`src/hdl/commit_pkg.sv`:
```
// Retirement outcome encodings
// Redirect kinds and exception codes seen at commit

package commit_pkg;

    // Why the front end is redirected at retirement
    typedef enum logic [1:0] {
        REDIRECT_NONE       = 2'd0,
        REDIRECT_EXCEPTION  = 2'd1,
        REDIRECT_MISPREDICT = 2'd2
    } redirect_kind_e;

    // Exception causes reported by execution
    typedef enum logic [3:0] {
        EXC_NONE          = 4'd0,
        EXC_ILLEGAL_INSTR = 4'd1,
        EXC_MISALIGNED    = 4'd2,
        EXC_LOAD_FAULT    = 4'd3,
        EXC_STORE_FAULT   = 4'd4,
        EXC_ECALL         = 4'd5
    } exc_code_e;

endpackage

```
`src/hdl/rob_pkg.sv`:
```
// ROB geometry and field widths
// Index, count and payload types shared by the ROB modules

package rob_pkg;

    // ======================================================================
    // Geometry
    // ======================================================================
    localparam int ROB_DEPTH     = 16;
    localparam int ROB_ID_BITS   = 4;

    // ======================================================================
    // Payload widths
    // ======================================================================
    localparam int XLEN          = 32;
    localparam int ARCH_REG_BITS = 5;
    localparam int PHYS_REG_BITS = 6;

    // Entry index, wraps at ROB_DEPTH
    typedef logic [ROB_ID_BITS-1:0]   rob_id_t;

    // One extra bit so a full ROB can be counted
    typedef logic [ROB_ID_BITS:0]     rob_count_t;

    typedef logic [XLEN-1:0]          xlen_t;
    typedef logic [ARCH_REG_BITS-1:0] arch_reg_t;
    typedef logic [PHYS_REG_BITS-1:0] phys_reg_t;

endpackage
```
`src/hdl/rob_top.sv`:
```
// Reorder buffer top level
// Connects entry storage, pointer control and commit selection

module rob_top (
    input  logic                       clk,
    input  logic                       rst_n,
    // Allocation from rename
    input  logic                       alloc_valid_0,
    input  logic                       alloc_valid_1,
    input  rob_pkg::xlen_t             alloc_pc_0,
    input  rob_pkg::xlen_t             alloc_pc_1,
    input  rob_pkg::arch_reg_t         alloc_arch_reg_0,
    input  rob_pkg::arch_reg_t         alloc_arch_reg_1,
    input  rob_pkg::phys_reg_t         alloc_phys_reg_0,
    input  rob_pkg::phys_reg_t         alloc_phys_reg_1,
    output rob_pkg::rob_id_t           alloc_rob_id_0,
    output rob_pkg::rob_id_t           alloc_rob_id_1,
    output rob_pkg::rob_count_t        credit_return,
    // Completion from execution
    input  logic                       complete_valid,
    input  rob_pkg::rob_id_t           complete_rob_id,
    input  rob_pkg::xlen_t             complete_result,
    input  logic                       complete_exception,
    input  commit_pkg::exc_code_e      complete_exc_code,
    input  logic                       complete_mispredict,
    input  rob_pkg::xlen_t             complete_target,
    // Retirement
    output logic                       commit_valid_0,
    output logic                       commit_valid_1,
    output rob_pkg::arch_reg_t         commit_arch_reg_0,
    output rob_pkg::arch_reg_t         commit_arch_reg_1,
    output rob_pkg::phys_reg_t         commit_phys_reg_0,
    output rob_pkg::phys_reg_t         commit_phys_reg_1,
    output rob_pkg::xlen_t             commit_result_0,
    output rob_pkg::xlen_t             commit_result_1,
    output logic                       rf_write_en_0,
    output logic                       rf_write_en_1,
    // Front-end redirect
    output logic                       redirect_valid,
    output commit_pkg::redirect_kind_e redirect_kind,
    output rob_pkg::xlen_t             redirect_pc,
    output commit_pkg::exc_code_e      redirect_exc_code
);
    import rob_pkg::*;
    import commit_pkg::*;

    rob_id_t    head_ptr;
    rob_id_t    tail_ptr;
    logic [1:0] retire_count;

    // ======================================================================
    // Head entry fields
    // ======================================================================
    logic       head_valid_0;
    logic       head_valid_1;
    logic       head_ready_0;
    logic       head_ready_1;
    xlen_t      head_pc_0;
    arch_reg_t  head_arch_reg_0;
    arch_reg_t  head_arch_reg_1;
    phys_reg_t  head_phys_reg_0;
    phys_reg_t  head_phys_reg_1;
    xlen_t      head_result_0;
    xlen_t      head_result_1;
    logic       head_exception_0;
    logic       head_exception_1;
    exc_code_e  head_exc_code_0;
    logic       head_mispredict_0;
    logic       head_mispredict_1;
    xlen_t      head_target_0;

    // Rename learns its ids straight from the tail
    assign alloc_rob_id_0 = tail_ptr;
    assign alloc_rob_id_1 = tail_ptr + rob_id_t'(1);

    rob_pointer_ctrl u_pointer_ctrl (
        .flush     (redirect_valid),
        .occupancy (),
        .*
    );

    rob_entry_store u_entry_store (
        .flush (redirect_valid),
        .*
    );

    commit_select u_commit_select (
        .*
    );

endmodule

```
`src/hdl/commit_select.sv`:
```
// Two-wide in-order retirement decision
// Writeback enables, retire count and redirect on exception or mispredict

module commit_select (
    input  logic                       head_valid_0,
    input  logic                       head_valid_1,
    input  logic                       head_ready_0,
    input  logic                       head_ready_1,
    input  rob_pkg::xlen_t             head_pc_0,
    input  rob_pkg::arch_reg_t         head_arch_reg_0,
    input  rob_pkg::arch_reg_t         head_arch_reg_1,
    input  rob_pkg::phys_reg_t         head_phys_reg_0,
    input  rob_pkg::phys_reg_t         head_phys_reg_1,
    input  rob_pkg::xlen_t             head_result_0,
    input  rob_pkg::xlen_t             head_result_1,
    input  logic                       head_exception_0,
    input  logic                       head_exception_1,
    input  commit_pkg::exc_code_e      head_exc_code_0,
    input  logic                       head_mispredict_0,
    input  logic                       head_mispredict_1,
    input  rob_pkg::xlen_t             head_target_0,
    output logic                       commit_valid_0,
    output logic                       commit_valid_1,
    output rob_pkg::arch_reg_t         commit_arch_reg_0,
    output rob_pkg::arch_reg_t         commit_arch_reg_1,
    output rob_pkg::phys_reg_t         commit_phys_reg_0,
    output rob_pkg::phys_reg_t         commit_phys_reg_1,
    output rob_pkg::xlen_t             commit_result_0,
    output rob_pkg::xlen_t             commit_result_1,
    output logic                       rf_write_en_0,
    output logic                       rf_write_en_1,
    output logic [1:0]                 retire_count,
    output logic                       redirect_valid,
    output commit_pkg::redirect_kind_e redirect_kind,
    output rob_pkg::xlen_t             redirect_pc,
    output commit_pkg::exc_code_e      redirect_exc_code
);
    import rob_pkg::*;
    import commit_pkg::*;

    logic done_0;
    logic done_1;
    logic special_0;
    logic special_1;

    assign done_0    = head_valid_0 && head_ready_0;
    assign done_1    = head_valid_1 && head_ready_1;
    assign special_0 = head_exception_0 || head_mispredict_0;
    assign special_1 = head_exception_1 || head_mispredict_1;

    // A special entry always retires by itself in slot 0
    assign commit_valid_0 = done_0;
    assign commit_valid_1 = done_0 && done_1 && !special_0 && !special_1;
    assign retire_count   = {1'b0, commit_valid_0} + {1'b0, commit_valid_1};

    assign commit_arch_reg_0 = head_arch_reg_0;
    assign commit_arch_reg_1 = head_arch_reg_1;
    assign commit_phys_reg_0 = head_phys_reg_0;
    assign commit_phys_reg_1 = head_phys_reg_1;
    assign commit_result_0   = head_result_0;
    assign commit_result_1   = head_result_1;

    // x0 never written, faulting entries leave no state behind
    assign rf_write_en_0 = done_0 && !head_exception_0 && (head_arch_reg_0 != arch_reg_t'(0));
    assign rf_write_en_1 = commit_valid_1 && (head_arch_reg_1 != arch_reg_t'(0));

    // Exception wins over mispredict on the same entry
    assign redirect_valid = done_0 && special_0;

    always_comb begin
        redirect_kind     = REDIRECT_NONE;
        redirect_pc       = head_target_0;
        redirect_exc_code = EXC_NONE;
        if (redirect_valid && head_exception_0) begin
            redirect_kind     = REDIRECT_EXCEPTION;
            redirect_pc       = head_pc_0;
            redirect_exc_code = head_exc_code_0;
        end else if (redirect_valid) begin
            redirect_kind     = REDIRECT_MISPREDICT;
        end
    end

endmodule

```
`src/hdl/rob_entry_store.sv`:
```
// Per-entry ROB fields with valid and ready state
// Allocation and completion writes, retirement clears, head read ports

module rob_entry_store (
    input  logic                   clk,
    input  logic                   rst_n,
    input  rob_pkg::rob_id_t       tail_ptr,
    input  rob_pkg::rob_id_t       head_ptr,
    input  logic                   flush,
    input  logic [1:0]             retire_count,
    input  logic                   alloc_valid_0,
    input  logic                   alloc_valid_1,
    input  rob_pkg::xlen_t         alloc_pc_0,
    input  rob_pkg::xlen_t         alloc_pc_1,
    input  rob_pkg::arch_reg_t     alloc_arch_reg_0,
    input  rob_pkg::arch_reg_t     alloc_arch_reg_1,
    input  rob_pkg::phys_reg_t     alloc_phys_reg_0,
    input  rob_pkg::phys_reg_t     alloc_phys_reg_1,
    input  logic                   complete_valid,
    input  rob_pkg::rob_id_t       complete_rob_id,
    input  rob_pkg::xlen_t         complete_result,
    input  logic                   complete_exception,
    input  commit_pkg::exc_code_e  complete_exc_code,
    input  logic                   complete_mispredict,
    input  rob_pkg::xlen_t         complete_target,
    output logic                   head_valid_0,
    output logic                   head_valid_1,
    output logic                   head_ready_0,
    output logic                   head_ready_1,
    output rob_pkg::xlen_t         head_pc_0,
    output rob_pkg::arch_reg_t     head_arch_reg_0,
    output rob_pkg::arch_reg_t     head_arch_reg_1,
    output rob_pkg::phys_reg_t     head_phys_reg_0,
    output rob_pkg::phys_reg_t     head_phys_reg_1,
    output rob_pkg::xlen_t         head_result_0,
    output rob_pkg::xlen_t         head_result_1,
    output logic                   head_exception_0,
    output logic                   head_exception_1,
    output commit_pkg::exc_code_e  head_exc_code_0,
    output logic                   head_mispredict_0,
    output logic                   head_mispredict_1,
    output rob_pkg::xlen_t         head_target_0
);
    import rob_pkg::*;

    logic [ROB_DEPTH-1:0]  valid_q;
    logic [ROB_DEPTH-1:0]  ready_q;
    xlen_t                 pc_q        [ROB_DEPTH];
    arch_reg_t             arch_reg_q  [ROB_DEPTH];
    phys_reg_t             phys_reg_q  [ROB_DEPTH];
    xlen_t                 result_q    [ROB_DEPTH];
    logic                  exception_q [ROB_DEPTH];
    commit_pkg::exc_code_e exc_code_q  [ROB_DEPTH];
    logic                  mispred_q   [ROB_DEPTH];
    xlen_t                 target_q    [ROB_DEPTH];
    rob_id_t               tail_next;
    rob_id_t               head_next;
    logic                  complete_hit;

    assign tail_next    = tail_ptr + rob_id_t'(1);
    assign head_next    = head_ptr + rob_id_t'(1);
    assign complete_hit = complete_valid && valid_q[complete_rob_id];

    // ======================================================================
    // Valid and ready bits
    // ======================================================================
    always_ff @(posedge clk or negedge rst_n) begin
        if (!rst_n) begin
            valid_q <= '0;
            ready_q <= '0;
        end else if (flush) begin
            valid_q <= '0;
            ready_q <= '0;
        end else begin
            if (complete_hit) begin
                ready_q[complete_rob_id] <= 1'b1;
            end
            if (retire_count != 2'd0) begin
                valid_q[head_ptr] <= 1'b0;
            end
            if (retire_count == 2'd2) begin
                valid_q[head_next] <= 1'b0;
            end
            // New entries wait for their own completion
            if (alloc_valid_0) begin
                valid_q[tail_ptr] <= 1'b1;
                ready_q[tail_ptr] <= 1'b0;
            end
            if (alloc_valid_1) begin
                valid_q[tail_next] <= 1'b1;
                ready_q[tail_next] <= 1'b0;
            end
        end
    end

    // ======================================================================
    // Payload fields
    // ======================================================================
    always_ff @(posedge clk) begin
        if (alloc_valid_0) begin
            pc_q[tail_ptr]       <= alloc_pc_0;
            arch_reg_q[tail_ptr] <= alloc_arch_reg_0;
            phys_reg_q[tail_ptr] <= alloc_phys_reg_0;
        end
        if (alloc_valid_1) begin
            pc_q[tail_next]       <= alloc_pc_1;
            arch_reg_q[tail_next] <= alloc_arch_reg_1;
            phys_reg_q[tail_next] <= alloc_phys_reg_1;
        end
        if (complete_hit) begin
            result_q[complete_rob_id]    <= complete_result;
            exception_q[complete_rob_id] <= complete_exception;
            exc_code_q[complete_rob_id]  <= complete_exc_code;
            mispred_q[complete_rob_id]   <= complete_mispredict;
            target_q[complete_rob_id]    <= complete_target;
        end
    end

    // Oldest two entries
    assign head_valid_0      = valid_q[head_ptr];
    assign head_valid_1      = valid_q[head_next];
    assign head_ready_0      = ready_q[head_ptr];
    assign head_ready_1      = ready_q[head_next];
    assign head_pc_0         = pc_q[head_ptr];
    assign head_arch_reg_0   = arch_reg_q[head_ptr];
    assign head_arch_reg_1   = arch_reg_q[head_next];
    assign head_phys_reg_0   = phys_reg_q[head_ptr];
    assign head_phys_reg_1   = phys_reg_q[head_next];
    assign head_result_0     = result_q[head_ptr];
    assign head_result_1     = result_q[head_next];
    assign head_exception_0  = exception_q[head_ptr];
    assign head_exception_1  = exception_q[head_next];
    assign head_exc_code_0   = exc_code_q[head_ptr];
    assign head_mispredict_0 = mispred_q[head_ptr];
    assign head_mispredict_1 = mispred_q[head_next];
    assign head_target_0     = target_q[head_ptr];

endmodule

```
`src/hdl/rob_pointer_ctrl.sv`:
```
// Head and tail pointers and occupancy of the ROB
// Flush recovery and the registered credit return to rename

module rob_pointer_ctrl (
    input  logic                clk,
    input  logic                rst_n,
    input  logic                alloc_valid_0,
    input  logic                alloc_valid_1,
    input  logic [1:0]          retire_count,
    input  logic                flush,
    output rob_pkg::rob_id_t    head_ptr,
    output rob_pkg::rob_id_t    tail_ptr,
    output rob_pkg::rob_count_t occupancy,
    output rob_pkg::rob_count_t credit_return
);
    import rob_pkg::*;

    rob_count_t alloc_count;
    rob_count_t retire_ext;
    rob_id_t    head_next;

    assign alloc_count = rob_count_t'(alloc_valid_0) + rob_count_t'(alloc_valid_1);
    assign retire_ext  = rob_count_t'(retire_count);
    assign head_next   = head_ptr + rob_id_t'(retire_count);

    // ======================================================================
    // Pointer and occupancy update
    // ======================================================================
    always_ff @(posedge clk or negedge rst_n) begin
        if (!rst_n) begin
            head_ptr  <= '0;
            tail_ptr  <= '0;
            occupancy <= '0;
        end else if (flush) begin
            // Everything younger than the redirecting entry is dropped,
            // including whatever rename allocated this cycle
            head_ptr  <= head_next;
            tail_ptr  <= head_next;
            occupancy <= '0;
        end else begin
            head_ptr  <= head_next;
            tail_ptr  <= tail_ptr + rob_id_t'(alloc_count);
            occupancy <= occupancy + alloc_count - retire_ext;
        end
    end

    // ======================================================================
    // Credit return
    // ======================================================================
    // One credit per freed entry, visible the cycle after the freeing edge.
    // On a flush the retired entry is part of the occupancy already
    always_ff @(posedge clk or negedge rst_n) begin
        if (!rst_n) begin
            credit_return <= '0;
        end else if (flush) begin
            credit_return <= occupancy + alloc_count;
        end else begin
            credit_return <= retire_ext;
        end
    end

endmodule

```
`config.mk`:
```
export PLATFORM = sky130hd
export DESIGN_NAME = rob_top
export DESIGN_NICKNAME = d
export VERILOG_FILES = /design/src/hdl/commit_pkg.sv /design/src/hdl/rob_pkg.sv /design/src/hdl/rob_top.sv /design/src/hdl/commit_select.sv /design/src/hdl/rob_entry_store.sv /design/src/hdl/rob_pointer_ctrl.sv
export SDC_FILE = /design/constraint.sdc
export NUM_CORES = 2
export LEC_CHECK = 0
export BUFFER_PORTS_ARGS = -buffer_cell sky130_fd_sc_hd__buf_2
export CELL_PAD_IN_SITES_DETAIL_PLACEMENT = 1
export CELL_PAD_IN_SITES_GLOBAL_PLACEMENT = 1
export CORE_MARGIN = 5
export CORE_UTILIZATION = 34
export DETAILED_ROUTE_END_ITERATION = 8
export PLACE_DENSITY = 0.64
export SLEW_MARGIN = 25
export SYNTH_ARGS = -nofsm -noshare
export SYNTH_HDL_FRONTEND = slang
export SYNTH_SLANG_ARGS = --single-unit
export TNS_END_PERCENT = 100
```
`constraint.sdc`:
```
create_clock -name clk -period 20.2 [get_ports clk]
set_clock_uncertainty 0.1 [all_clocks]
set_input_delay 3.03 -clock clk [delete_from_list [all_inputs] [get_ports clk]]
set_output_delay 3.03 -clock clk [all_outputs]
set_load 0.05 [all_outputs]
```
==> flow_results.org <==
** Placement
- Routability-driven placement finished with a final weighted congestion of 0.774.
- Total instance count after detailed placement :: 7514
- During placement, the flow inserted port buffers numbering 306.
- Detailed placement finished with a half-perimeter wire length of 153 mm.

** Yosys
- The number of nets handed over by synthesis was 4307.
- Number of library cell types mapped by synthesis :: 61
- Proportion of register bits with asynchronous set or reset after synthesis :: 2.69%
- The mapped netlist covers 0.0854 sq mm.
- The synthesized design contains 1858 register bits.
- Sequential elements use 65.0% of the synthesized area.
- Number of synthesis warnings :: 0
- In this run, synthesis inferred 1808 flip-flops with an integrated enable.
- Dividing the synthesized area by the synthesized cell count gives 20.8 sq um.
- Post-synthesis cell count :: 4116
- In the synthesized netlist the dominant register cell turns out to be sky130_fd_sc_hd__edfxtp_1.

** Floorplanning
- Number of placement rows :: 184
- The floorplan step defined a die boundary enclosing 0.261 sq mm.
- The initial utilization of the core area, before any placement, comes to 34.1%.
- During I/O placement, the number of pins put on the boundary was 307.
- The region available for standard cell placement spans 0.251 sq mm.
- Width of the chip :: 511 um
- Overall die height :: 511 um

** Clock network
- After clock tree synthesis, the repair step resized 0 gates.
- Worst-path clk slew :: 0.06 ns
- The clock tree synthesis step divided the H-tree into 4 levels.
- Sink Count :: 1858
- Total CTS buffers :: 201
- TritonCTS built the clock tree.
- The clock passes through at most 3 buffers.
- Clock latency reported for the late side of the worst-skew pair :: 0.85 ns
- Root Buffer Master :: sky130_fd_sc_hd__clkbuf_16
- After clock tree synthesis, the flow added hold-fix buffers numbering 0.
- The number of setup buffers added after CTS is 0.

** GRT
- The first global-routing pass estimated 382 mm of wire.
- In the global route stage, overall resource usage came out at 20.3%.
- The initial antenna violation count is 82.
- Number of global-route vias before repair :: 48000
- Entering global routing, the biggest net connects 138 pins.
- Overflow left after global routing :: 0

** Detailed routing
- WL/cell :: 34.1 um
- Wires add up to 270 mm.
- Initial detailed-routing violation count :: 4438
- Detailed-route vias per instance :: 5.73
- The routed layout has 45300 vias.
- Count of antenna-violating nets left after detailed routing :: 0
- For this run, design rule violations remaining after detail routing come to 0.
- Pre-antenna DRT Iters :: 7

** Min path
- The path class of the tightest hold or removal check is flip-flop to flip-flop.

** Timing
- Setup repair after global routing missed its margin :: false
- Setup total negative slack on the finished layout was measured at 0 ns.
- Setup violations remaining at the end of the flow were counted as 0.
- Static timing analysis puts the maximum clock frequency at 0.101 GHz.
- Min Tclk post-route :: 9.92 ns
- Share of the cycle needed by the critical path after routing :: 49.1%
- Number of slew-limit violations in the final report :: 0
- Worst rel slew slack :: 21.6%
- Actual transition at the worst max-transition pin :: 1.17 ns
- Number of endpoints with negative hold slack in the final report :: 0

** Power
- Largest voltage drop on the vdd net :: 0.167 mV
- The analysis attributes to cell leakage a power of 30.6 nW.
- In this run the power density over the cells is 152 mW/mm^2.
- Power comes to 14.9 mW.

** Finish
- After filler insertion, the fill cell instance count of the layout stands at 23900.
- Synth-to-Final Area Change :: 14.3%
- Sequential cell area :: 0.0556 sq mm
- Non-Filler Instances :: 7917
- Total number of nets in the final design :: 4562
- Most common library cell in the layout ignoring fill and taps :: sky130_fd_sc_hd__edfxtp_1
- The post-route netlist has 49.8% of its cells at a drive strength greater than 1.
- Multi-input logic area :: 0.0287 sq mm
- In the layout the commonest cells are 1808 x sky130_fd_sc_hd__edfxtp_1, 780 x sky130_fd_sc_hd__mux4_2, 697 x sky130_fd_sc_hd__mux2_2, 306 x sky130_fd_sc_hd__buf_2, 201 x sky130_fd_sc_hd__clkbuf_16.

** Setup path
- Top fanout value on the critical path :: 45
- For the worst setup path, the data required time is 17.07 ns.
- Setup Crit Path Kind :: flip-flop to primary output
- Worst endpoint data arrival time :: 6.79 ns
- Kind of end point of the critical path :: primary output
- Worst Setup Start Kind :: flip-flop

** Run status
- Outcome :: finished clean

** Job
- Max-cap violations in this run came to 0.
==> sequential cells by signal, indices dropped and copies added (netlist names) <==
| name | flops |
|---|---|
| u_entry_store.target_q | 512 |
| u_entry_store.arch_reg_q | 80 |
| u_entry_store.exc_code_q | 64 |
| u_entry_store.ready_q | 16 |
| u_pointer_ctrl.head_ptr | 4 |
| u_pointer_ctrl.tail_ptr | 4 |
| u_pointer_ctrl.credit_return | 5 |
| u_entry_store.pc_q | 512 |
| u_entry_store.result_q | 512 |
| u_entry_store.exception_q | 16 |
| u_entry_store.valid_q | 16 |
| u_entry_store.mispred_q | 16 |
| u_pointer_ctrl.occupancy | 5 |
| u_entry_store.phys_reg_q | 96 |
==> kinds of logic after synthesis <==
kind of cell               share of synthesized area [%]
DFF                                                 65.0
muxes                                               30.3
buffers and inverters                               1.98
and+or+nand+nor                                     1.19
AOI/OAI and AO/OA                                  0.917
adders and majority gates                          0.416
xor gates and xnor gates                           0.154
==> final timing paths <==
check	cells past startpoint	startpoint	to	slack (ns)
max	8	u_pointer_ctrl.head_ptr[1]	commit_result_1[26]	10.28
min	2	u_entry_store.valid_q[9]	u_entry_store.valid_q[9]	0.45
max reg2reg	16	u_pointer_ctrl.head_ptr[0]	u_pointer_ctrl.occupancy[3]	13.93
min reg2reg	2	u_entry_store.valid_q[9]	u_entry_store.valid_q[9]	0.45
max in group asynchronous	2	rst_n	u_pointer_ctrl.head_ptr[1]	17.22
min in group asynchronous	2	rst_n	u_pointer_ctrl.credit_return[4]	2.19
==> metrics by stage <==
stage	cell area (sq um)	hold WS, ns	utilization [%]	worst slack (ns)
detailed placement	90900	0.440	36.3	10.87
floorplan	85400	0.405	-	10.29
global placement	90800	0.431	36.2	10.92
CTS	97500	0.452	38.9	9.90
finish	97600	0.452	38.9	10.28
global route	97600	0.482	38.9	9.77
==> worst max-delay path: stages, from the launching register on <==
cell	delay, ns
sky130_fd_sc_hd__dfrtp_4	0.93
sky130_fd_sc_hd__inv_1	0.40
sky130_fd_sc_hd__ha_4	0.77
sky130_fd_sc_hd__buf_4	0.80
sky130_fd_sc_hd__buf_4	0.77
sky130_fd_sc_hd__buf_4	0.78
sky130_fd_sc_hd__mux4_2	0.61
sky130_fd_sc_hd__mux4_2	0.53
sky130_fd_sc_hd__buf_2	0.24
==> area by class of cell <==
cell class	instances	area share [%]
clock inverter	125	1.42
tap	3348	4.29
multi-input combinational	1881	29.4
clock buffer	250	5.37
inverter	17	0.0679
timing repair buffer	412	2.50
sequential	1858	56.9
antenna	26	0.0666
==> Yosys cell counts (all sizes together) (3+ instances only) <==
| master | instances | area, sq um |
|---|---|---|
| a211oi | 4 | 30.0 |
| a21o | 7 | 52.6 |
| a21oi | 15 | 75.1 |
| a221oi | 4 | 47.6 |
| a22o | 3 | 26.3 |
| a22oi | 14 | 105 |
| a31oi | 26 | 163 |
| a41oi | 4 | 35.0 |
| and2 | 4 | 25.0 |
| and3 | 6 | 37.5 |
| buf | 171 | 920 |
| clkbuf | 189 | 709 |
| dfrtp | 50 | 1250 |
| edfxtp | 1808 | 54300 |
| fa | 4 | 80.1 |
| ha | 22 | 275 |
| inv | 17 | 63.8 |
| mux2 | 727 | 8280 |
| mux2i | 7 | 70.1 |
| mux4 | 780 | 17600 |
| nand2 | 76 | 285 |
| nand2b | 4 | 25.0 |
| nand3 | 7 | 40.0 |
| nor2 | 65 | 246 |
| nor2b | 15 | 96.3 |
| nor3 | 31 | 166 |
| nor4 | 3 | 48.8 |
| o22ai | 8 | 50.1 |
| o311ai | 3 | 26.3 |
| o31ai | 6 | 45.0 |
| xnor2 | 10 | 87.6 |
| xor2 | 5 | 43.8 |
==> metal layers <==
layer  track usage, %  part of all wire [%]
met2             33.7                    49
met1             27.3                    41
met4             5.59                   2.7
met3             4.04                   6.6
met5                0                 0.061
==> power breakdown <==
group | leakage (nW) | total (mW) | internal (mW) | switching, mW
sequential | 17.0 | 4.86 | 4.67 | 0.199
clock | 3.19 | 3.70 | 2.09 | 1.61
combinational | 10.4 | 6.31 | 2.48 | 3.84
Power figures use the tool's default switching activity.
